**src/hw/bps_pkg.sv**
```systemverilog
`default_nettype none

package bps_pkg;

    localparam int LABELS        = 16;
    localparam int MESSAGE_WIDTH = 6;
    localparam int MSG_BITS      = LABELS * MESSAGE_WIDTH;
    localparam int WORD_BITS     = 64;
    localparam int VADR_BITS     = 48;

    localparam int HEADER_BYTES         = 40;  // Field package header
    localparam int DATA_BYTES_PER_ENTRY = 16;  // Skipped data-cost region
    localparam int ENTRY_STRIDE         = 32;  // Message entry pitch in memory

    typedef logic [WORD_BITS-1:0] word_t;
    typedef logic [VADR_BITS-1:0] vadr_t;
    typedef logic [MSG_BITS-1:0]  msg_vec_t;  // Label i at bits [6i+5:6i]

    typedef enum logic [2:0] {
        OP_IDLE  = 3'd0,
        OP_LOAD  = 3'd1,
        OP_STORE = 3'd4   // 2 and 3 reserved
    } opcode_t;

endpackage

`default_nettype wire
```
**src/hw/field_loader.sv**
```systemverilog
`default_nettype none

module field_loader import bps_pkg::*; #(
    parameter int FIELD_WIDTH  = 128,
    parameter int FIELD_HEIGHT = 128,
    localparam int ENTRIES   = FIELD_WIDTH * FIELD_HEIGHT,
    localparam int ADDR_BITS = (ENTRIES > 1) ? $clog2(ENTRIES) : 1
) (
    input  wire logic            clk,
    input  wire logic            rst,
    input  wire logic            start_load,
    input  wire vadr_t           region_base,
    input  wire logic            req_grant,
    input  wire logic            mc_rsp_push,
    input  wire word_t           mc_rsp_data,
    output logic                 rd_req,
    output vadr_t                rd_vadr,
    output logic                 ram_we,
    output logic [ADDR_BITS-1:0] ram_waddr,
    output msg_vec_t             ram_wdata,
    output logic                 load_done
);

    localparam int REQS      = 2 * ENTRIES;
    localparam int CNT_BITS  = $clog2(REQS + 1);
    localparam int HALF_BITS = MSG_BITS / 2;

    logic                 active;
    logic [CNT_BITS-1:0]  req_cnt;
    logic [CNT_BITS-1:0]  rsp_cnt;
    vadr_t                base_q;
    logic [HALF_BITS-1:0] lo_half;
    logic                 last_write;

    // Keep the low 6 bits of each byte
    function automatic logic [HALF_BITS-1:0] cut_labels(input word_t w);
        logic [HALF_BITS-1:0] r;
        for (int i = 0; i < HALF_BITS / MESSAGE_WIDTH; i++) begin
            r[i*MESSAGE_WIDTH +: MESSAGE_WIDTH] = w[i*8 +: MESSAGE_WIDTH];
        end
        return r;
    endfunction

    assign rd_req  = active && (req_cnt != CNT_BITS'(REQS));
    assign rd_vadr = base_q + vadr_t'(req_cnt >> 1) * vadr_t'(ENTRY_STRIDE)
                   + vadr_t'(req_cnt[0]) * vadr_t'(WORD_BITS / 8);

    assign last_write = ram_we && (ram_waddr == ADDR_BITS'(ENTRIES - 1));

    always_ff @(posedge clk) begin
        if (rst) begin
            active    <= 1'b0;
            req_cnt   <= '0;
            rsp_cnt   <= '0;
            ram_we    <= 1'b0;
            load_done <= 1'b0;
        end else begin
            ram_we    <= 1'b0;
            load_done <= last_write;
            if (start_load) begin
                active  <= 1'b1;
                req_cnt <= '0;
                rsp_cnt <= '0;
            end else begin
                if (rd_req && req_grant) begin
                    req_cnt <= req_cnt + 1'b1;
                end
                if (mc_rsp_push) begin
                    rsp_cnt <= rsp_cnt + 1'b1;
                    ram_we  <= rsp_cnt[0];  // Second word completes the entry
                end
                if (last_write) begin
                    active <= 1'b0;
                end
            end
        end
    end

    always_ff @(posedge clk) begin
        if (start_load) begin
            base_q <= region_base;
        end
        if (mc_rsp_push) begin
            if (rsp_cnt[0]) begin
                ram_wdata <= {cut_labels(mc_rsp_data), lo_half};
                ram_waddr <= rsp_cnt[ADDR_BITS:1];
            end else begin
                lo_half <= cut_labels(mc_rsp_data);
            end
        end
    end

    // Responses only answer reads already passed to the memory port
    assert property (@(posedge clk) disable iff (rst)
        mc_rsp_push |-> active && (rsp_cnt < req_cnt))
        else $error("field_loader: response without outstanding read");

endmodule

`default_nettype wire

```
**config.mk**
```make
export PLATFORM = sky130hd
export DESIGN_NAME = field_loader
export DESIGN_NICKNAME = d
export VERILOG_FILES = /design/src/hw/bps_pkg.sv /design/src/hw/field_loader.sv
export SDC_FILE = /design/constraint.sdc
export NUM_CORES = 1
export LEC_CHECK = 0
export BUFFER_PORTS_ARGS = -buffer_cell sky130_fd_sc_hd__buf_2
export CORE_ASPECT_RATIO = 1.25
export CORE_MARGIN = 5
export CORE_UTILIZATION = 48
export CTS_CLUSTER_SIZE = 8
export DETAILED_ROUTE_END_ITERATION = 16
export GPL_TIMING_DRIVEN = 0
export PLACE_DENSITY = 0.8
export SYNTH_ARGS = -nofsm -noshare
export SYNTH_HDL_FRONTEND = slang
export SYNTH_SLANG_ARGS = --single-unit
```
**constraint.sdc**
```tcl
create_clock -name clk -period 4.33 [get_ports clk]
set_input_delay 0.433 -clock clk [delete_from_list [all_inputs] [get_ports clk]]
set_output_delay 0.433 -clock clk [all_outputs]
set_load 0.01 [all_outputs]
```
# == Yosys cells after proc, flatten, opt, wreduce, memory -nomap -nowiden ==
# Cells that the tools add are included.
# word_totals
regBits,241
input_bits,117
output_inout_bits,161
# op_classes
n_addsub,4
n_eq_ne,2
mux,2
bitwise,2
reduce_logical,8
# ops
op,count
$add A48 B20 Y48,1
$add A48 B4 Y48,1
$add A16 B1 Y16 const B,2
$ne A16 B16 Y1 const B,1
$eq A14 B14 Y1 const B,1
$reduce_and A2 Y1,2
$logic_and A1 B1 Y1,3
$reduce_or A3 Y1,1
$mux W1,2
$not A1 Y1,2
$reduce_bool A2 Y1,1
$reduce_or A2 Y1,1

# == Longest topological paths before layout ==
# depth
ltp_word,4
mapped_depth,9
depth_no_buf,8

# == Worst setup path after synthesis ==
# Ideal clock, no wire load.
# synth_path
kind,input to register
from,input port mc_rsp_push
to,register rsp_cnt[7]
arrival_ns,3.759
slack_ns,0.444
cell_stages,8
cell_sequence,clkbuf_1 -> nand2_1 -> inv_1 -> and3_1 -> and2_1 -> nand2_1 -> xor2_1 -> nor2_1
# synth_lines
item,line,rtl
start: declaration,field_loader.sv:14,"input wire logic mc_rsp_push,"
end signal: assignment,field_loader.sv:69,rsp_cnt <= rsp_cnt + 1'b1;
end: declaration,field_loader.sv:30,logic [CNT_BITS-1:0] rsp_cnt;

# == Worst setup path in the final report ==
# layout_path
from,register req_cnt[0]
to,output port rd_vadr[33]
# layout_via
elab_chain_cells,1
# layout_rtl
item,line,rtl
start: declaration,field_loader.sv:29,logic [CNT_BITS-1:0] req_cnt;
start signal: assignment,field_loader.sv:66,req_cnt <= req_cnt + 1'b1;
$add A48 B4 Y48,field_loader.sv:46,+ vadr_t'(req_cnt[0]) * vadr_t'(WORD_BITS / 8);
end: declaration,field_loader.sv:17,"output vadr_t rd_vadr,"
# Every way passes these cells.

==> results.sh <==
export IMPL_clock_tree_from_tritoncts="done"
export IMPL_max_freq_mhz=299
export IMPL_synthCells=598
export IMPL_path_max_fanout=7
export IMPL_post_cts_buffers=0
export IMPL_slew_hr=0.261
export IMPL_final_min_clock_period_ns=3.34
export IMPL_diodes=0
export IMPL_worstPathCellList="ha_1 -> ha_1 -> a21oi_1 -> nand4b_1 -> a21oi_1 -> o211ai_2 -> a2111oi_2 -> xor2_1 -> buf_2"
export IMPL_dp_final_hpwl_um=15300
export IMPL_chipHeight_um=165
export IMPL_path_delay_family="compound AO/OA/AOI/OAI gates"
export IMPL_critical_path_n_buffers_inverters=1
export IMPL_htree_num_levels=2
export IMPL_synthesized_netlist_net_count=735
export IMPL_multi_input_logic_area_sq_um=2240
export IMPL_critical_path_startpoint_type="flip-flop"
export IMPL_synth_main_ff_cell="edfxtp_1"
export IMPL_vias_in_the_first_global_route=6097
export IMPL_number_of_nets_with_antenna_violations_after_routing=0
export IMPL_clock_latency_ns=0.50
export IMPL_power_density_nw_per_um2=452
export IMPL_coreArea_sq_um=18800
export IMPL_dr_pass1_iters=6
export IMPL_hold_buffers=0
export IMPL_final_setup_worst_slack_ns=0.988
export IMPL_netlist_cell_type_count=53
export IMPL_timing_hold_ws_ns=0.110
export IMPL_cts_root_buffer_cell="clkbuf_16"
export IMPL_worst_path_largest_cell_delay_ns=0.44
export IMPL_clkSlewWorstSetupHoldPaths_ns=0.05
export IMPL_overflow=0
export IMPL_critPathArrivalTime_ns=2.91
export IMPL_post_route_period_util=0.772
export IMPL_die_area_sq_um=22100
export IMPL_timing_critical_path_to_type="output pin"
export IMPL_antenna_violations_before_repair=3
export IMPL_initial_utilization=0.488
export IMPL_layout_area_seq_sq_um=6870
export IMPL_synthesis_yosys_warnings=0
export IMPL_yosysSeqAreaShare=0.746
export IMPL_ys_ff_latch=240
export IMPL_min_delay_path_class="in2reg"
export IMPL_cts_buffers_inserted=35
export IMPL_vias_per_cell=5.20
export IMPL_area_growth_synth_to_final_pct=28.6
export IMPL_async_reset_ff_frac=0
export IMPL_placement_io_buffers=260
export IMPL_max_cap_violations=0
export IMPL_finalCoreUtilization=0.628
export IMPL_fill_cells=1375
export IMPL_slowest_stage="dfxtp_1"
export IMPL_hold_violation_count_in_the_final_report=0
export IMPL_detail_route_wl_per_cell_um=18.6
export IMPL_worst_slew_pin_slew_ns=1.11
export IMPL_power_leakage_nw=4.72
export IMPL_wire_length_of_the_first_global_routing_pass_um=32200
export IMPL_chipWidth_um=134
export IMPL_largest_net_degree_at_the_start_of_global_routing=58
export IMPL_final_nets=1034
export IMPL_cts_resized=0
export IMPL_synth_area_per_cell_sq_um=15.4
export IMPL_max_clock_path_buffers=3
export IMPL_wl_um=21300
export IMPL_vias=5945
export IMPL_outcome="complete, no violations"
export IMPL_synth_area_sq_um=9210
export IMPL_clock_sinks=240
export IMPL_grt_total_usage=0.188
export IMPL_worst_case_setup_slack_after_placement_ns=1.50
export IMPL_drt_iter0_markers=304
export IMPL_num_rows=56
export IMPL_route_detailed_drc=0
export IMPL_required_time_of_the_critical_path_ns=3.90
export IMPL_final_layout_size_suffix_gt1_frac=0.352
export IMPL_irDropWorstVdd_uv=496
export IMPL_worstSetupPathType="reg2out"
export IMPL_pin_count=278
export IMPL_synth_edff_count=206
export IMPL_place_congestion=0.888
export IMPL_final_max_slew_violation_count=0
export IMPL_skew_ns=0.0152
export IMPL_grt_setup_unrepaired="false"
export IMPL_setup_violations_final=0
[sequential cells by signal, indices dropped and copies added, names as in the netlist]
| register | flops |
|---|---|
| load_done | 1 |
| ram_we | 1 |
| rsp_cnt | 15 |
| ram_wdata | 96 |
| lo_half | 48 |
| active | 1 |
| req_cnt | 16 |
| ram_waddr | 14 |
| base_q | 48 |
[cells in the mapped netlist (4+ instances only)]
cell type	count	area share
a211oi_1	4	0.0033
a21boi_1	7	0.0057
a21o_1	6	0.0049
a21oi_1	29	0.016
and2_1	7	0.0048
and3_1	14	0.0095
buf_2	4	0.0022
clkbuf_1	5	0.0020
dfxtp_1	34	0.074
edfxtp_1	206	0.67
ha_1	20	0.027
inv_1	12	0.0049
nand2_1	34	0.014
nand3_1	21	0.011
nand4_1	12	0.0082
nor2_1	48	0.020
nor3_1	5	0.0027
o21ai_0	5	0.0027
o21ai_1	4	0.0022
or3_1	6	0.0041
xnor2_1	25	0.024
xor2_1	42	0.040
[cell families (layout without fill, tap and decap cells)]
logic type / Yosys count / in the layout / synth area share
buf+inv: 24 / 337 / 0.0116
xor+xnor: 67 / 67 / 0.0637
simple gates: 168 / 168 / 0.0922
compound gates: 78 / 78 / 0.0583
flops: 240 / 240 / 0.746
mux: 1 / 1 / 0.00109
fa+ha+maj: 20 / 20 / 0.0272
[power by group]
group / total, W / internal, W / switching [W] / leakage, nW
clock: 0.00241 / 0.00148 / 0.000933 / 0.469
sequential: 0.00266 / 0.00262 / 0.0000395 / 2.24
combinational: 0.000275 / 0.000112 / 0.000163 / 2.02
total: 0.00535 / 0.00421 / 0.00114 / 4.72
[path summary, 6_finish.rpt]
kind                            from                  endpoint  slack [ns]  cells after the start
min reg2reg     lo_half[9]$_DFFE_PP_    ram_wdata[9]$_DFFE_PP_        0.41                      0
min                   region_base[3]       base_q[3]$_DFFE_PP_        0.11                      1
max          req_cnt[0]$_SDFFE_PP0P_               rd_vadr[33]        0.99                      9
max reg2reg  rsp_cnt[0]$_SDFFE_PP0P_  rsp_cnt[11]$_SDFFE_PP0P_        1.98                      8
[layer usage]
layer / GRT usage / vias to the layer above / routed length [um]
met5: 0 / - / 41
met4: 0.0697 / 6 / 532
met3: 0.0957 / 45 / 2850
met2: 0.315 / 290 / 10200
met1: 0.205 / 2766 / 7680
li1: - / 2838 / -
[per-stage QoR]
stage	total power, W	cells	instance area (sq um)	TNS, ns
after floorplan	0.00282	598	9210	0
after global placement	0.00297	1090	10800	-9.06
after detailed placement	0.00298	1092	10900	0
after CTS	0.00540	1143	11800	0
after global routing	0.00554	1143	11800	0
final	0.00535	1143	11800	0
[cell usage in the layout, fill, tap and decap left out, types with 3 or more instances in the layout]
cell type and n:
a21boi_1 7, nand2_1 34, o211ai_1 3, xor2_1 42, o21ai_1 4, a21oi_1 29, a31oi_1 3, nor4_1 3
nor2_1 48, ha_1 20, and4_1 3, buf_2 264, nor3_1 5, edfxtp_1 206, nand3_1 21, clkbuf_16 35
and2_1 7, and3_1 14, nand4_1 12, xnor2_1 25, a21o_1 6, buf_4 3, inv_1 11, dfxtp_1 34
a211oi_1 4, o21ai_0 5, o21a_1 3, or3_1 6, clkbuf_1 18
[worst reg2reg max path: cells and delay by family (launching register included)]
family / cells / cell delay [ns]
XOR/XNOR: 1 / 0.16
buffers and inverters: 2 / 0.87
flip-flops: 1 / 0.43
AND/OR/NAND/NOR: 5 / 0.77
[final cells by class]
cell class	count	share of cell area
buffer	12	0.00518
clock buffer	48	0.0781
clock inverter	3	0.00465
inverter	12	0.00402
multi-input combinational	334	0.189
sequential	240	0.580
tap	232	0.0245
timing repair buffer	262	0.114
(Power assumes the default switching activity.)
