--- config.mk ---
export PLATFORM = sky130hd
export DESIGN_NAME = bps_sequencer
export DESIGN_NICKNAME = d
export VERILOG_FILES = /design/src/hw/bps_pkg.sv /design/src/hw/bps_sequencer.sv
export SDC_FILE = /design/constraint.sdc
export NUM_CORES = 1
export LEC_CHECK = 0
export BUFFER_PORTS_ARGS = -buffer_cell sky130_fd_sc_hd__buf_4
export CORE_AREA = 2 2 158 160
export CTS_CLUSTER_SIZE = 25
export DETAILED_ROUTE_END_ITERATION = 8
export DIE_AREA = 0 0 160 162
export GPL_TIMING_DRIVEN = 0
export PLACE_DENSITY = 0.61
export SYNTH_ARGS = -nofsm -noshare
export SYNTH_HDL_FRONTEND = slang
export SYNTH_SLANG_ARGS = --single-unit
--- constraint.sdc ---
create_clock -name clk -period 2.6 [get_ports clk]
set_clock_uncertainty 0.15 [all_clocks]
set_input_delay 0.13 -clock clk [delete_from_list [all_inputs] [get_ports clk]]
set_output_delay 0.13 -clock clk [all_outputs]
set_load 0.05 [all_outputs]
--- src/hw/bps_pkg.sv ---
`default_nettype none

package bps_pkg;

    localparam int LABELS        = 16;
    localparam int MESSAGE_WIDTH = 6;
    localparam int MSG_BITS      = LABELS * MESSAGE_WIDTH;
    localparam int WORD_BITS     = 64;
    localparam int VADR_BITS     = 48;

    localparam int HEADER_BYTES         = 40;  // Field package header
    localparam int DATA_BYTES_PER_ENTRY = 16;  // Skipped data-cost region
    localparam int ENTRY_STRIDE         = 32;  // Message entry pitch in memory

    typedef logic [WORD_BITS-1:0] word_t;
    typedef logic [VADR_BITS-1:0] vadr_t;
    typedef logic [MSG_BITS-1:0]  msg_vec_t;  // Label i at bits [6i+5:6i]

    typedef enum logic [2:0] {
        OP_IDLE  = 3'd0,
        OP_LOAD  = 3'd1,
        OP_STORE = 3'd4   // 2 and 3 reserved
    } opcode_t;

endpackage

`default_nettype wire
--- src/hw/bps_sequencer.sv ---
`default_nettype none

module bps_sequencer import bps_pkg::*; #(
    parameter int FIELD_WIDTH  = 128,
    parameter int FIELD_HEIGHT = 128,
    localparam int ENTRIES = FIELD_WIDTH * FIELD_HEIGHT
) (
    input  wire logic        clk,
    input  wire logic        rst,
    input  wire opcode_t     opcode,
    input  wire logic [63:0] addr_base,
    input  wire logic        mc_req_stall,
    input  wire logic        load_done,
    input  wire logic        store_done,
    input  wire logic        rd_req,
    input  wire vadr_t       rd_vadr,
    input  wire logic        wr_req,
    input  wire vadr_t       wr_vadr,
    input  wire word_t       wr_data,
    output logic             stall,
    output logic             start_load,
    output logic             start_store,
    output logic             store_active,
    output vadr_t            region_base,
    output logic             req_grant,
    output logic             mc_req_ld,
    output logic             mc_req_st,
    output vadr_t            mc_req_vadr,
    output word_t            mc_req_wrd_rdctl
);

    typedef enum logic [1:0] {
        S_IDLE,
        S_LOAD,
        S_STORE
    } state_t;

    state_t state;

    assign req_grant    = !mc_req_stall;
    assign store_active = (state == S_STORE);

    always_ff @(posedge clk) begin
        if (rst) begin
            state       <= S_IDLE;
            stall       <= 1'b0;
            start_load  <= 1'b0;
            start_store <= 1'b0;
        end else begin
            start_load  <= 1'b0;
            start_store <= 1'b0;
            case (state)
                S_IDLE: begin
                    if (opcode == OP_LOAD) begin
                        state      <= S_LOAD;
                        stall      <= 1'b1;
                        start_load <= 1'b1;
                    end else if (opcode == OP_STORE) begin
                        state       <= S_STORE;
                        stall       <= 1'b1;
                        start_store <= 1'b1;
                    end
                end
                S_LOAD: begin
                    if (load_done) begin
                        state <= S_IDLE;
                        stall <= 1'b0;
                    end
                end
                S_STORE: begin
                    if (store_done) begin
                        state <= S_IDLE;
                        stall <= 1'b0;
                    end
                end
                default: state <= S_IDLE;
            endcase
        end
    end

    // Region starts after the header and the skipped data-cost region
    always_ff @(posedge clk) begin
        if (state == S_IDLE) begin
            region_base <= vadr_t'(addr_base) + vadr_t'(HEADER_BYTES)
                         + vadr_t'(DATA_BYTES_PER_ENTRY * ENTRIES);
        end
    end

    always_ff @(posedge clk) begin
        if (rst) begin
            mc_req_ld <= 1'b0;
            mc_req_st <= 1'b0;
        end else begin
            mc_req_ld <= (state == S_LOAD) && rd_req && req_grant;
            mc_req_st <= (state == S_STORE) && wr_req && req_grant;
        end
    end

    always_ff @(posedge clk) begin
        if (state == S_STORE) begin
            mc_req_vadr      <= wr_vadr;
            mc_req_wrd_rdctl <= wr_data;
        end else begin
            mc_req_vadr      <= rd_vadr;
            mc_req_wrd_rdctl <= '0;  // Read control word unused
        end
    end

    // The two engines never request the port in the same cycle
    assert property (@(posedge clk) disable iff (rst) !(rd_req && wr_req))
        else $error("bps_sequencer: load and store requests together");

endmodule

`default_nettype wire

# Word-level counts from Yosys, hierarchy flattened
# Index checks and enable logic that the tools add are counted.
# totals
regBits	167
input_bits	234
word_cells	43
mem_bits_ro	0
n_memories	0
ramBits	0
output_inout_bits	167
latch_bits	0
# classes
muxes	13
n_bitwise	1
shifts	0
multipliers	0
n_eq_ne	7
addsub	2
order_cmp	0
n_div	0
reduce_logical	11
# ops
operator	n
48-bit by 19-bit adder with 48-bit output, second input constant	1
48-bit by 6-bit adder with 48-bit output, second input constant	1
48-bit 2-to-1 mux	1
2-bit 2-to-1 mux	4
1-bit 2-to-1 mux	6
2-bit case mux with 3 select lines	1
1-bit logical AND	4
2-bit != test, second input constant	2
4-bit AND reduction	1
3-bit by 1-bit equality test with 1-bit output, second input constant	1
3-bit equality test, second input constant	1
3-bit != test, second input constant	1
1-bit case mux with 3 select lines	1
3-bit AND reduction	1
3-bit nonzero test	1
3-bit OR reduction	1
2-bit by 1-bit equality test with 1-bit output, second input constant	1
2-bit equality test, second input constant	1
2-bit logical NOT	1
2-bit OR reduction	1
1-bit logical NOT	1
1-bit inverter	1

# Depth between registers and ports, before layout
# logic_depth
word_depth	4
ltp_mapped	8
depth_no_buf	7

# Worst setup path after synthesis
# Ideal clock, no wire load.
# synth_timing
path_type	flip-flop to flip-flop
from	register state[0]
to	register state[0]
setup_slack_ps	94
required_ps	2361
period_less_slack_ps	2506
arrival_time_ps	2267
path_buffers	0
path_stages_with_launch	7
setup_ps	89
cell_sequence	dfxtp_1 -> inv_1 -> ha_1 -> o21ai_0 -> a31oi_1 -> nand3b_1 -> o31ai_1
# synth_between
elab_chain_cells	3
elab_cells_between_ends	8
classes_between	5 x eq/ne; 1 x mux; 2 x reduce/logical
# synth_lines
element	line_no	source
start: declaration	bps_sequencer.sv:38	state_t state;
start signal: assignment	bps_sequencer.sv:45	state <= S_IDLE;
start signal: assignment	bps_sequencer.sv:55	state <= S_LOAD;
start signal: assignment	bps_sequencer.sv:59	state <= S_STORE;
2-bit equality test, or another cell as far along	bps_sequencer.sv:52	case (state)
2-bit != test (no source line) / 3-bit != test (equally long branches)	-	
3-bit AND reduction (no source line)	-	
# Parallel ways exist; a longest one is shown, timed or not.
# A chain may end at the register's enable or synchronous reset.

# Final worst setup path
# layout_timing
from	input addr_base[3]
to	register region_base[30] (data pin)
# layout_between
elab_chain_cells	2
# layout_lines
element	line_no	source
start: declaration	bps_sequencer.sv:11	input wire logic [63:0] addr_base,
48-bit by 6-bit adder with 48-bit output	bps_sequencer.sv:84	region_base <= vadr_t'(addr_base) + vadr_t'(HEADER_BYTES)
48-bit by 19-bit adder with 48-bit output	bps_sequencer.sv:85	+ vadr_t'(DATA_BYTES_PER_ENTRY * ENTRIES);
end signal: assignment	bps_sequencer.sv:84	
end: declaration	bps_sequencer.sv:24	output vadr_t region_base,
# Every way passes these cells.

==> summary.txt <==
Drt
  – Drt pass-1 iters: 4
  – DR WL/cell: 15.5 um
  – DRT iter0 DRCs: 247
  – Via count: 5808
  – # DRC: 0
  – Final wirelength: 22100 um
  – Post-route ant nets: 0
  – Via density: 4.08

Power and ir drop
  – Leakage: 5.43 nW
  – Combinational share of power: 23.8%
  – Seq pwr share: 40.4%
  – Clock network fraction of design power: 35.7%
  – Worst vdd ir: 0.000404 V
  – P_sw: 2.28 mW
  – Sw Ratio: 31.6%
  – Internal Power: 4.93 mW
  – Power density cells: 593 mW/mm^2

Die
  – Num ports: 401
  – Die height: 162 um
  – Chip Width: 160 um
  – Floorplan Core Area: 0.0241 mm^2
  – Initial core utilization: 24.9%
  – Rows: 57
  – Die area: 0.0259 mm^2

Critical path
  – Worst setup EP type: flip-flop
  – CP Class: in -> reg
  – Critical path launch point type: input pin
  – Register-to-Register Path Depth: 5
  – Critical path arrival: 2420 ps
  – WP data required: 2620 ps
  – Worst Path Max Fanout: 5

Final layout
  – Layout cell share with drive strength beyond 1: 44.5%
  – Antenna Cells: 0
  – Final non-filler cell total: 1422
  – FF+latch area: 0.00382 mm^2
  – Layout Nets: 1324
  – Area delta synth->final: 103%
  – Multi-input logic area: 0.00208 mm^2
  – Fillers: 2111

Logic synthesis
  – Top post-synthesis cells by area: dfxtp_1 40%, edfxtp_1 24%, mux2_2 9.0%, and2_1 6.7%, xor2_1 3.5%
  – Xor and xnor area share after synthesis: 6.29%
  – Top cell type's share of synthesized area: 39.8%
  – Async set-reset flop share out of synthesis: 0%
  – Yosys warnings: 0
  – Most instantiated library cell after synthesis: dfxtp_1
  – #FFs+latches synth: 167
  – Syn Nets: 697
  – Post-synth top cells: 119 x dfxtp_1, 64 x and2_1, 48 x edfxtp_1, 48 x mux2_2, 24 x xor2_1
  – Post-Synthesis Cells: 458
  – Syn Area/Cell: 13.1 um^2
  – Post-synthesis sequential area ratio: 63.8%
  – Compound-Gate Fraction of Synth Area: 1.34%
  – Cell taking the most area after synthesis: dfxtp_1
  – Largest family of logic cells by synthesized area: simple AND/OR/NAND/NOR gates
  – Mux share of post-synthesis cell area: 9.02%
  – Synth unique cells: 43
  – Ys flop type: dfxtp_1
  – Synth Cell Area: 0.00599 mm^2
  – Area share of fa/ha/maj cells after synthesis: 1.04%
  – EDFF count, synth: 48
  – Simple-gate share of the synthesized area: 17.0%

Clock network
  – Htree depth: 4
  – Post-CTS Setup Bufs: 0
  – CTS tree: yes
  – CTS clock-pin slew for the worst setup and hold paths: 70 ps
  – Max Buffers Root-to-Sink: 2
  – Later-pin clock latency in the skew report: 420 ps
  – Clock root buffer master: clkbuf_16
  – Num CTS Buffers: 17
  – Sink Count: 167

Global route
  – Met1 usage: 18.0%
  – Initial antenna violation count: 0
  – Grt met2 use: 31.4%
  – Remaining Overflow, GRT: 0
  – Largest net degree at the start of global routing: 35
  – Gr busiest metal: met2
  – Met3 Track Usage GR: 3.88%
  – All-Layer GR Usage: 16.6%
  – First-pass GRT wire length: 33400 um
  – Vias in the first global route: 6292

STA
  – Setup TNS: 0 ps
  – Actual slew at the worst max-slew pin: 659 ps
  – Setup violators final: 0
  – Tcrit/Tclk final: 92.1%
  – Final slew viol count: 0
  – Achievable frequency: 417 MHz
  – Fin. Hold Viols: 0
  – Slew HR: 56.1%
  – Period minus WS final: 2400 ps
  – RSZ-0062 raised after global routing: no

Placed design
  – Dpl hpwl: 14800 um
  – GPL Wtd Cong: 0.802
  – PortBufs: 384
  – Dpl cells: 1167

Job
  – Max Cap Viol: 0

Min path
  – Hold path depth: 5
  – Hold Crit Class: in -> reg

Status
  – Run status: completed
## metal layers
layer,part of all wire [%],vias up,wire length (um)
met5,0,-,0
met1,38,2733,8380
met2,55,231,12100
li1,-,2816,-
met3,5.5,28,1210
met4,1.9,0,413
## worst paths after layout
| kind | slack (ps) | from | end |
|---|---|---|---|
| worst max-delay path | 200 | addr_base[3] | region_base[30]$_DFFE_PP_ |
| worst min-delay path | 30 | store_done | state[0]$_SDFFE_PP0P_ |
| worst max register to register | 250 | state[0]$_SDFFE_PP0P_ | mc_req_vadr[45]$_DFF_P_ |
| worst min register to register | 410 | state[0]$_SDFFE_PP0P_ | state[0]$_SDFFE_PP0P_ |
## power groups by stage
stage	Combinational [mW]	Sequential [mW]	Clock, mW
2_1_floorplan	0.206	3.57	0
3_3_place_gp	1.41	2.98	0
3_5_place_dp	1.43	2.97	0
4_1_cts	1.71	2.91	2.65
5_1_grt	1.79	2.93	2.76
6_report	1.72	2.92	2.58
## flip-flops by register name (all words and copies together) (netlist names)
name / cells
region_base: 48
mc_req_st: 1
mc_req_ld: 1
mc_req_vadr: 48
stall: 1
start_store: 1
start_load: 1
state: 2
mc_req_wrd_rdctl: 64
## kinds of logic (layout without fill, tap and decap cells)
| group | Yosys count | after routing |
|---|---|---|
| flip-flops | 167 | 167 |
| AO/OA/AOI/OAI | 11 | 11 |
| adder cells (fa/ha/maj) | 5 | 5 |
| XOR/XNOR | 43 | 43 |
| multiplexers | 48 | 48 |
| buffers and inverters | 21 | 661 |
| AND/OR/NAND/NOR | 163 | 163 |
## stage by stage
step / util, % / hold WS (ps) / power [mW] / setup WS, ps / area [um^2]
after floorplan: - / 52.8 / 3.78 / 94.2 / 5990
after global placement: 38.5 / 158 / 4.39 / -731 / 9280
after detailed placement: 38.6 / 160 / 4.40 / 124 / 9300
after CTS: 50.4 / 17.9 / 7.27 / 98.3 / 12200
after global routing: 50.4 / 54.3 / 7.48 / 56.6 / 12200
final: 50.4 / 28.6 / 7.21 / 204 / 12200
## area by class of cell
cell class	instances	area share, %
repair buffers	609	42.3
flip-flops and latches	167	31.5
multi-input cells	270	17.1
clock buffers	17	3.50
well taps	324	3.34
clock inverters	15	1.52
plain buffers	14	0.535
inverters	6	0.185
## layout by cell type (no fill, tap or decap), drive strengths merged, types with 20 or more instances in the layout
cell	count
dfxtp	119
edfxtp	48
nand3	20
clkbuf	24
mux2	48
and2	64
buf	392
xor2	24
dlygate4sd3	224
## worst max-delay path, stage by stage
cell,delay (ps)
dlygate4sd3_1,580
buf_4,160
a21oi_2,250
nor3b_4,110
a21oi_2,370
nor4_1,110
xor2_1,150
dlygate4sd3_1,560
## timing repair
item,CTS,global route
resized for setup,0,1
setup endpoints to repair,0,2
hold buffers,224,0
endpoints found under the hold margin,167,0
(Power assumes the default switching activity.)
