## src/hw/bps_pkg.sv

```systemverilog
`default_nettype none

package bps_pkg;

    localparam int LABELS        = 16;
    localparam int MESSAGE_WIDTH = 6;
    localparam int MSG_BITS      = LABELS * MESSAGE_WIDTH;
    localparam int WORD_BITS     = 64;
    localparam int VADR_BITS     = 48;

    localparam int HEADER_BYTES         = 40;  // Field package header
    localparam int DATA_BYTES_PER_ENTRY = 16;  // Skipped data-cost region
    localparam int ENTRY_STRIDE         = 32;  // Message entry pitch in memory

    typedef logic [WORD_BITS-1:0] word_t;
    typedef logic [VADR_BITS-1:0] vadr_t;
    typedef logic [MSG_BITS-1:0]  msg_vec_t;  // Label i at bits [6i+5:6i]

    typedef enum logic [2:0] {
        OP_IDLE  = 3'd0,
        OP_LOAD  = 3'd1,
        OP_STORE = 3'd4   // 2 and 3 reserved
    } opcode_t;

endpackage

`default_nettype wire
```

## src/hw/field_storer.sv

```systemverilog
`default_nettype none

module field_storer import bps_pkg::*; #(
    parameter int FIELD_WIDTH      = 128,
    parameter int FIELD_HEIGHT     = 128,
    parameter int FIFO_ALMOST_FULL = 1,
    localparam int ENTRIES   = FIELD_WIDTH * FIELD_HEIGHT,
    localparam int ADDR_BITS = (ENTRIES > 1) ? $clog2(ENTRIES) : 1
) (
    input  wire logic            clk,
    input  wire logic            rst,
    input  wire logic            start_store,
    input  wire vadr_t           region_base,
    input  wire logic            req_grant,
    input  wire msg_vec_t        ram_rdata,
    output logic [ADDR_BITS-1:0] ram_raddr,
    output logic                 wr_req,
    output vadr_t                wr_vadr,
    output word_t                wr_data,
    output logic                 store_done
);

    localparam int CNT_BITS = ADDR_BITS + 1;

    logic                   active;
    logic [CNT_BITS-1:0]    rd_cnt;    // Entries read from the RAM
    logic                   rd_valid;  // ram_rdata holds an entry to push
    logic                   rd_issue;
    logic [ADDR_BITS-1:0]   ent_cnt;
    logic [1:0]             wrd_cnt;
    vadr_t                  base_q;
    logic                   wr_fire;
    logic                   last_word;
    logic [2*WORD_BITS-1:0] fifo_din;
    logic                   fifo_pop;
    word_t                  fifo_dout;
    logic                   fifo_empty;
    logic                   fifo_full;
    logic                   fifo_almost_full;

    // Zero-pad each label to a byte, label 0 in the low byte
    function automatic logic [2*WORD_BITS-1:0] pad_labels(input msg_vec_t m);
        logic [2*WORD_BITS-1:0] r;
        for (int i = 0; i < LABELS; i++) begin
            r[i*8 +: 8] = 8'(m[i*MESSAGE_WIDTH +: MESSAGE_WIDTH]);
        end
        return r;
    endfunction

    assign ram_raddr = rd_cnt[ADDR_BITS-1:0];

    // A read needs a free slot, counting the entry pushed this cycle
    assign rd_issue  = active && (rd_cnt < CNT_BITS'(ENTRIES))
                     && (rd_valid ? !fifo_almost_full : !fifo_full);

    assign fifo_din  = pad_labels(ram_rdata);
    assign wr_req    = active && (wrd_cnt[1] || !fifo_empty);
    assign wr_data   = wrd_cnt[1] ? '0 : fifo_dout;  // Words 2 and 3 are zero
    assign wr_vadr   = base_q + vadr_t'(ent_cnt) * vadr_t'(ENTRY_STRIDE)
                     + vadr_t'(wrd_cnt) * vadr_t'(WORD_BITS / 8);
    assign wr_fire   = wr_req && req_grant;
    assign fifo_pop  = wr_fire && !wrd_cnt[1];
    assign last_word = wr_fire && (wrd_cnt == 2'd3)
                     && (ent_cnt == ADDR_BITS'(ENTRIES - 1));

    always_ff @(posedge clk) begin
        if (rst) begin
            active     <= 1'b0;
            rd_cnt     <= '0;
            rd_valid   <= 1'b0;
            ent_cnt    <= '0;
            wrd_cnt    <= '0;
            store_done <= 1'b0;
        end else begin
            rd_valid   <= rd_issue;
            store_done <= last_word;
            if (start_store) begin
                active  <= 1'b1;
                rd_cnt  <= '0;
                ent_cnt <= '0;
                wrd_cnt <= '0;
            end else begin
                if (rd_issue) begin
                    rd_cnt <= rd_cnt + 1'b1;
                end
                if (wr_fire) begin
                    wrd_cnt <= wrd_cnt + 1'b1;
                    if (wrd_cnt == 2'd3) begin
                        ent_cnt <= ent_cnt + 1'b1;
                    end
                end
                if (last_word) begin
                    active <= 1'b0;
                end
            end
        end
    end

    always_ff @(posedge clk) begin
        if (start_store) begin
            base_q <= region_base;
        end
    end

    narrowing_fifo #(
        .DEPTH            (2),
        .FIFO_ALMOST_FULL (FIFO_ALMOST_FULL)
    ) i_narrowing_fifo (
        .clk         (clk),
        .rst         (rst),
        .push        (rd_valid),
        .din         (fifo_din),
        .pop         (fifo_pop),
        .dout        (fifo_dout),
        .empty       (fifo_empty),
        .full        (fifo_full),
        .almost_full (fifo_almost_full)
    );

endmodule

`default_nettype wire

```

## src/hw/narrowing_fifo.sv

```systemverilog
`default_nettype none

module narrowing_fifo import bps_pkg::*; #(
    parameter int DEPTH            = 2,
    parameter int FIFO_ALMOST_FULL = 1
) (
    input  wire logic                   clk,
    input  wire logic                   rst,
    input  wire logic                   push,
    input  wire logic [2*WORD_BITS-1:0] din,
    input  wire logic                   pop,
    output word_t                       dout,
    output logic                        empty,
    output logic                        full,
    output logic                        almost_full
);

    localparam int PTR_BITS = (DEPTH > 1) ? $clog2(DEPTH) : 1;
    localparam int CNT_BITS = $clog2(DEPTH + 1);

    logic [2*WORD_BITS-1:0] mem [DEPTH];
    logic [PTR_BITS-1:0]    wr_ptr;
    logic [PTR_BITS-1:0]    rd_ptr;
    logic [CNT_BITS-1:0]    count;  // Wide entries held
    logic                   half;   // High word of head entry is next
    logic                   pop_entry;

    function automatic logic [PTR_BITS-1:0] next_ptr(input logic [PTR_BITS-1:0] p);
        return (p == PTR_BITS'(DEPTH - 1)) ? '0 : p + 1'b1;
    endfunction

    assign pop_entry   = pop && half;
    assign dout        = half ? mem[rd_ptr][2*WORD_BITS-1:WORD_BITS] : mem[rd_ptr][WORD_BITS-1:0];
    assign empty       = (count == '0);
    assign full        = (count == CNT_BITS'(DEPTH));
    assign almost_full = (count >= CNT_BITS'(DEPTH - FIFO_ALMOST_FULL));

    always_ff @(posedge clk) begin
        if (rst) begin
            wr_ptr <= '0;
            rd_ptr <= '0;
            count  <= '0;
            half   <= 1'b0;
        end else begin
            if (push) begin
                wr_ptr <= next_ptr(wr_ptr);
            end
            if (pop) begin
                half <= ~half;
            end
            if (pop_entry) begin
                rd_ptr <= next_ptr(rd_ptr);
            end
            if (push && !pop_entry) begin
                count <= count + 1'b1;
            end else if (!push && pop_entry) begin
                count <= count - 1'b1;
            end
        end
    end

    always_ff @(posedge clk) begin
        if (push) begin
            mem[wr_ptr] <= din;
        end
    end

    assert property (@(posedge clk) disable iff (rst) !(push && full) && !(pop && empty))
        else $error("narrowing_fifo: overflow or underflow");

endmodule

`default_nettype wire

```

## config.mk

```make
export PLATFORM = sky130hd
export DESIGN_NAME = field_storer
export DESIGN_NICKNAME = d
export VERILOG_FILES = /design/src/hw/bps_pkg.sv /design/src/hw/field_storer.sv /design/src/hw/narrowing_fifo.sv
export SDC_FILE = /design/constraint.sdc
export NUM_CORES = 1
export LEC_CHECK = 0
export BUFFER_PORTS_ARGS = -buffer_cell sky130_fd_sc_hd__buf_2
export CORE_MARGIN = 2
export CORE_UTILIZATION = 38
export CTS_CLUSTER_DIAMETER = 80
export DETAILED_ROUTE_END_ITERATION = 8
export PLACE_DENSITY = 0.57
export SLEW_MARGIN = 40
export SYNTH_ARGS = -nofsm -noshare
export SYNTH_HDL_FRONTEND = slang
export SYNTH_SLANG_ARGS = --single-unit
```

## constraint.sdc

```tcl
create_clock -name clk -period 6.7 [get_ports clk]
set_input_delay 0.335 -clock clk [delete_from_list [all_inputs] [get_ports clk]]
set_output_delay 0.335 -clock clk [all_outputs]
set_load 0.1 [all_outputs]
```

* Word level (Yosys, flattened, before mapping)
Memory sizes are Yosys's and may differ from the RTL's. A register that Yosys moved wholly into a read port is not among the register bits. Cells that the tools add are included.
Word-level totals: memories 1, logic and storage cells 62, output and inout bits 128, memory bits (writable) 192, input port bits 148, bits in registers 87
Memory list:
- i_narrowing_fifo.mem | depth 2, width 96, read ports 1, clocked after Yosys merged registers in 1, wr ports 1, line narrowing_fifo.sv:21 | logic [2*WORD_BITS-1:0] mem [DEPTH];
Operators by class: multiplexer cells 13, $add $sub $neg 9, magnitude comparators 2, equal/unequal tests 3, reductions and logical operators 22, bitwise gates (word level) 1
Operators by type and width (number):
- 2-to-1 mux 64 bit | 2
- adder 48 x 19 -> 48 bit | 1
- adder 48 x 5 -> 48 bit | 1
- adder 15 x 1 -> 15 bit (second input constant) | 1
- < comparator 15 bit (second input constant) | 1
- adder 14 x 1 -> 14 bit (second input constant) | 1
- == test 14 bit (second input constant) | 1
- logical AND 1 bit | 10
- 2-to-1 mux 1 bit | 9
- logical NOT 1 bit | 6
- adder 2 x 1 -> 2 bit (second input constant) | 2
- == test 2 bit (second input constant) | 2
- 2-to-1 mux 2 bit | 2
- nonzero test 2 bit | 2
- adder 1 bit (second input constant) | 2
- greater-or-equal comparator 2 x 1 -> 1 bit (second input constant) | 1
- logical NOT 2 bit | 1
- AND reduction 2 bit | 1
- OR reduction 2 bit | 1
- subtractor 2 x 1 -> 2 bit (second input constant) | 1
- logical OR 1 bit | 1
- inverter 1 bit | 1

* Longest topological paths before layout
depth after elaboration 10, gate-level depth with buffers 11, depth with buffers taken out 11

* Cells and area by module
From an unflattened synthesis, not the netlist that was laid out.
Unflattened totals: cell total of the unflattened synthesis 875, area, all modules 14597.8 um2
Modules (own cells, without submodules):
- narrowing_fifo | cells each 364, instances 1, seq. area each 7807.5 um2, area an instance 9604.2 um2
- field_storer | cells each 511, instances 1, seq. area each 2122.0 um2, area an instance 4993.5 um2

* Worst setup path after synthesis
No wires, ideal clock.
kind reg2reg, start point reg rd_valid, end point mem i_narrowing_fifo.mem[0][0] (netlist name) (enable), arrival time 4648 ps, path buffers 0, clock period less this slack 5211 ps, setup time 563 ps, path slack 1489 ps, data required time 6137 ps, cell stages (with the launch flop) 2, path through dfxtp_1 nor2b_1
Between the ends: cells in the longest elaborated chain, start to end 2
RTL lines:
- start: declaration | line field_storer.sv:27 | logic rd_valid;
- start signal: assignment | line field_storer.sv:75 | rd_valid <= rd_issue;
- 2-to-1 mux 1 bit | line narrowing_fifo.sv:63 | if (push) begin
- 2-to-1 mux 1 bit (implied by the code) | line narrowing_fifo.sv:64 | mem[wr_ptr] <= din;
- end: declaration | line narrowing_fifo.sv:21
Every way passes these cells.

* Worst setup path in the final report
start point reg wrd_cnt[1], end point out wr_vadr[41]
Between the ends: cells in the longest elaborated chain, start to end 1
RTL lines:
- start: declaration | line field_storer.sv:30 | logic [1:0] wrd_cnt;
- start signal: assignment | line field_storer.sv:87 | wrd_cnt <= wrd_cnt + 1'b1;
- adder 48 x 5 -> 48 bit | line field_storer.sv:60 | + vadr_t'(wrd_cnt) * vadr_t'(WORD_BITS / 8);
- end: declaration | line field_storer.sv:18 | output vadr_t wr_vadr,
Every way passes these cells.

==> impl_metrics.tcl <==
set metrics [dict create \
    drtPass1Iterations 5 \
    tritoncts "built" \
    grt_pass1_vias 7802 \
    htree_levels 2 \
    worst_slew_pin_slew_ns 0.802 \
    die_height_um 183 \
    yosysUniqueCellTypes 56 \
    wl_per_cell_um 18.2 \
    clk_latency_ns 0.50 \
    leakagePower_uw 0.00569 \
    syn_inst 811 \
    rows 65 \
    die_area_um2 33700 \
    worstPathArrival_ns 3.84 \
    path_max_fanout 54 \
    setup_slack_ns 2.53 \
    clock_sinks 280 \
    cts_buffer_depth 3 \
    ioPinCount 276 \
    synthArstFlopShare_pct 0 \
    drc 0 \
    ys_warn_count 0 \
    seq_area_frac_synth_pct 65.4 \
    synth_seq_cells 280 \
    overflow 0 \
    ant_nets 0 \
    p_per_area_nw_per_um2 284 \
    irDropWorstVdd_v 0.000218 \
    fin_nets 1269 \
    min_path_type "in -> reg" \
    wirelength_mm 27.8 \
    max_slew_margin_pct 46.6 \
    vias_per_cell 4.99 \
    netlist_area_um2 12200 \
    io_buffer_count 259 \
    antenna_found_initial 11 \
    ys.flop_type "edfxtp_1" \
    post_cts_buffers 0 \
    place.gp.congestion 0.847 \
    cts_root_buf "clkbuf_16" \
    avgSynthCellArea_um2 15.1 \
    slowest_delay_ns 0.60 \
    final_util_pct 48.2 \
    total_power_uw 4330 \
    required_ns 6.36 \
    area_growth_pct 24.6 \
    cp-end-kind "output pin" \
    holdBufCountCts 33 \
    cp_common_cell "a221oi_2" \
    synth.most_common_cell "edfxtp_1" \
    post_cts_resized 0 \
    cts_buffers 34 \
    fin_crit_sh_pct 62.3 \
    vias 7627 \
    crit_type "reg -> out" \
    grt_max_degree 63 \
    stdcell_count 1529 \
    path_cells "buf_4 > fa_1 > a21o_1 > a221oi_2 > nor2_1 > a221oi_2 > a211oi_1 > xnor2_1 > buf_2" \
    slowest_stage "a221oi_2" \
    synth-edff-count 240 \
    worstSetupStartpointType "flip-flop" \
    track_usage_pct 16.5 \
    clock_skew_ns 0.00895 \
    placedCellCount 1424 \
    setup_viol 0 \
    yosysTopAreaCell "edfxtp_1" \
    synth_common_cells "240 x edfxtp_1, 55 x nor2b_1, 50 x nor2_1" \
    drv_slew 0 \
    synth.area.top_cells "edfxtp_1 59%, mux4_2 8.8%, dfxtp_1 6.5%" \
    drv_cap 0 \
    grt_setup_unrepaired "false" \
    finalCriticalPeriod_ns 4.17 \
    grt_pass1_wl_mm 43.0 \
    drtIter0Drc 454 \
    outcome "complete, no violations" \
    core_um2 31600 \
    synth_top_area_share_pct 58.9 \
    drive_gt1_share_pct 33.8 \
    clk_pin_slew_ns 0.06 \
    die_x_um 183 \
    place_hpwl_mm 18.6 \
    dp_slack_ns 3.03 \
    finalSetupTns_ns 0 \
    initial_core_util_pct 38.7 \
    finalHoldViolations 0 \
    fmax_mhz 240 \
]
sequential cells by signal, indices dropped and copies added, names as in the netlist, named ones only:
name / flops
i_narrowing_fifo.half: 1
i_narrowing_fifo.mem: 192
active: 1
rd_valid: 1
ent_cnt: 14
i_narrowing_fifo.count: 2
base_q: 48
i_narrowing_fifo.wr_ptr: 1
i_narrowing_fifo.rd_ptr: 1
store_done: 1
rd_cnt: 15
wrd_cnt: 2
report_power, final:
part	switching [uW]	leakage (uW)	internal, uW
clock	688	0.000508	1050
combinational	469	0.00264	133
sequential	31.9	0.00254	1960
total	1190	0.00569	3140
path summary, 6_finish.rpt:
path	startpoint	end	slack [ns]	depth (start not counted)
min reg2reg	rd_cnt[14]	rd_cnt[14]	0.49	2
max reg2reg	wrd_cnt[1]	active	3.84	8
min	region_base[45]	base_q[45]	0.02	1
max	wrd_cnt[1]	wr_vadr[41]	2.53	9
metrics by stage:
| step | instance area (um2) | hold WS [ns] |
|---|---|---|
| final | 15300 | 0.0180 |
| after global routing | 15300 | 0.00131 |
| after CTS | 15200 | 0.0000499 |
| after detailed placement | 13800 | 0.483 |
| after global placement | 13800 | 0.472 |
| after floorplan | 12300 | 0.434 |
worst max-delay path, delay by kind of cell (launching register included):
| family | cells | cell delay [ns] |
|---|---|---|
| AOI/OAI and AO/OA | 4 | 1.44 |
| buffers and inverters | 2 | 0.77 |
| adders and majority gates | 1 | 0.54 |
| DFF | 1 | 0.30 |
| xor gates and xnor gates | 1 | 0.17 |
| and+or+nand+nor | 1 | 0.11 |
layout by cell type (no fill, tap or decap), types with 4 or more instances in the layout:
master	netlist	final
xor2_1	47	47
nor2_1	50	50
clkbuf_16	0	37
nand2_1	32	32
xnor2_1	22	22
mux4_2	48	48
nand3_1	21	21
nor3_1	7	7
edfxtp_1	240	240
and4_1	5	5
clkbuf_1	22	13
o21ai_0	14	14
a21o_1	4	4
a21oi_1	31	30
and3_1	11	11
dlygate4sd3_1	0	40
inv_1	10	10
nor2b_1	55	54
nand4_1	19	19
clkinv_1	0	4
mux2i_1	4	4
ha_1	21	21
buf_2	9	259
o21bai_1	5	5
or3_1	11	11
dfxtp_1	40	37
conb_1	1	16
buf_4	34	6
cell families (layout without fill, tap and decap cells):
logic type | count (synthesis) | count (layout) | share of synthesized area [%]
mux | 52 | 52 | 9.16
simple gates | 229 | 229 | 10.4
other cells | 1 | 19 | 0.0306
compound gates | 77 | 77 | 4.12
xor+xnor | 69 | 69 | 4.94
buf+inv | 81 | 379 | 3.68
fa+ha+maj | 22 | 22 | 2.31
flops | 280 | 280 | 65.4
cell type report:
class | count | area (um2)
timing repair buffer | 307 | 1770
clock inverter | 11 | 81.3
sequential | 280 | 8010
fill | 2799 | 16400
antenna | 3 | 7.51
tap | 402 | 503
inverter | 11 | 41.3
clock buffer | 50 | 975
multi-input combinational | 465 | 3860
layer usage:
layer,global-route usage [%],part of all wire [%]
met5,0,0.33
met4,4.19,2.0
met3,6.50,10
met2,26.3,46
met1,21.0,41
No activity file was read; power rests on OpenSTA's default activity.
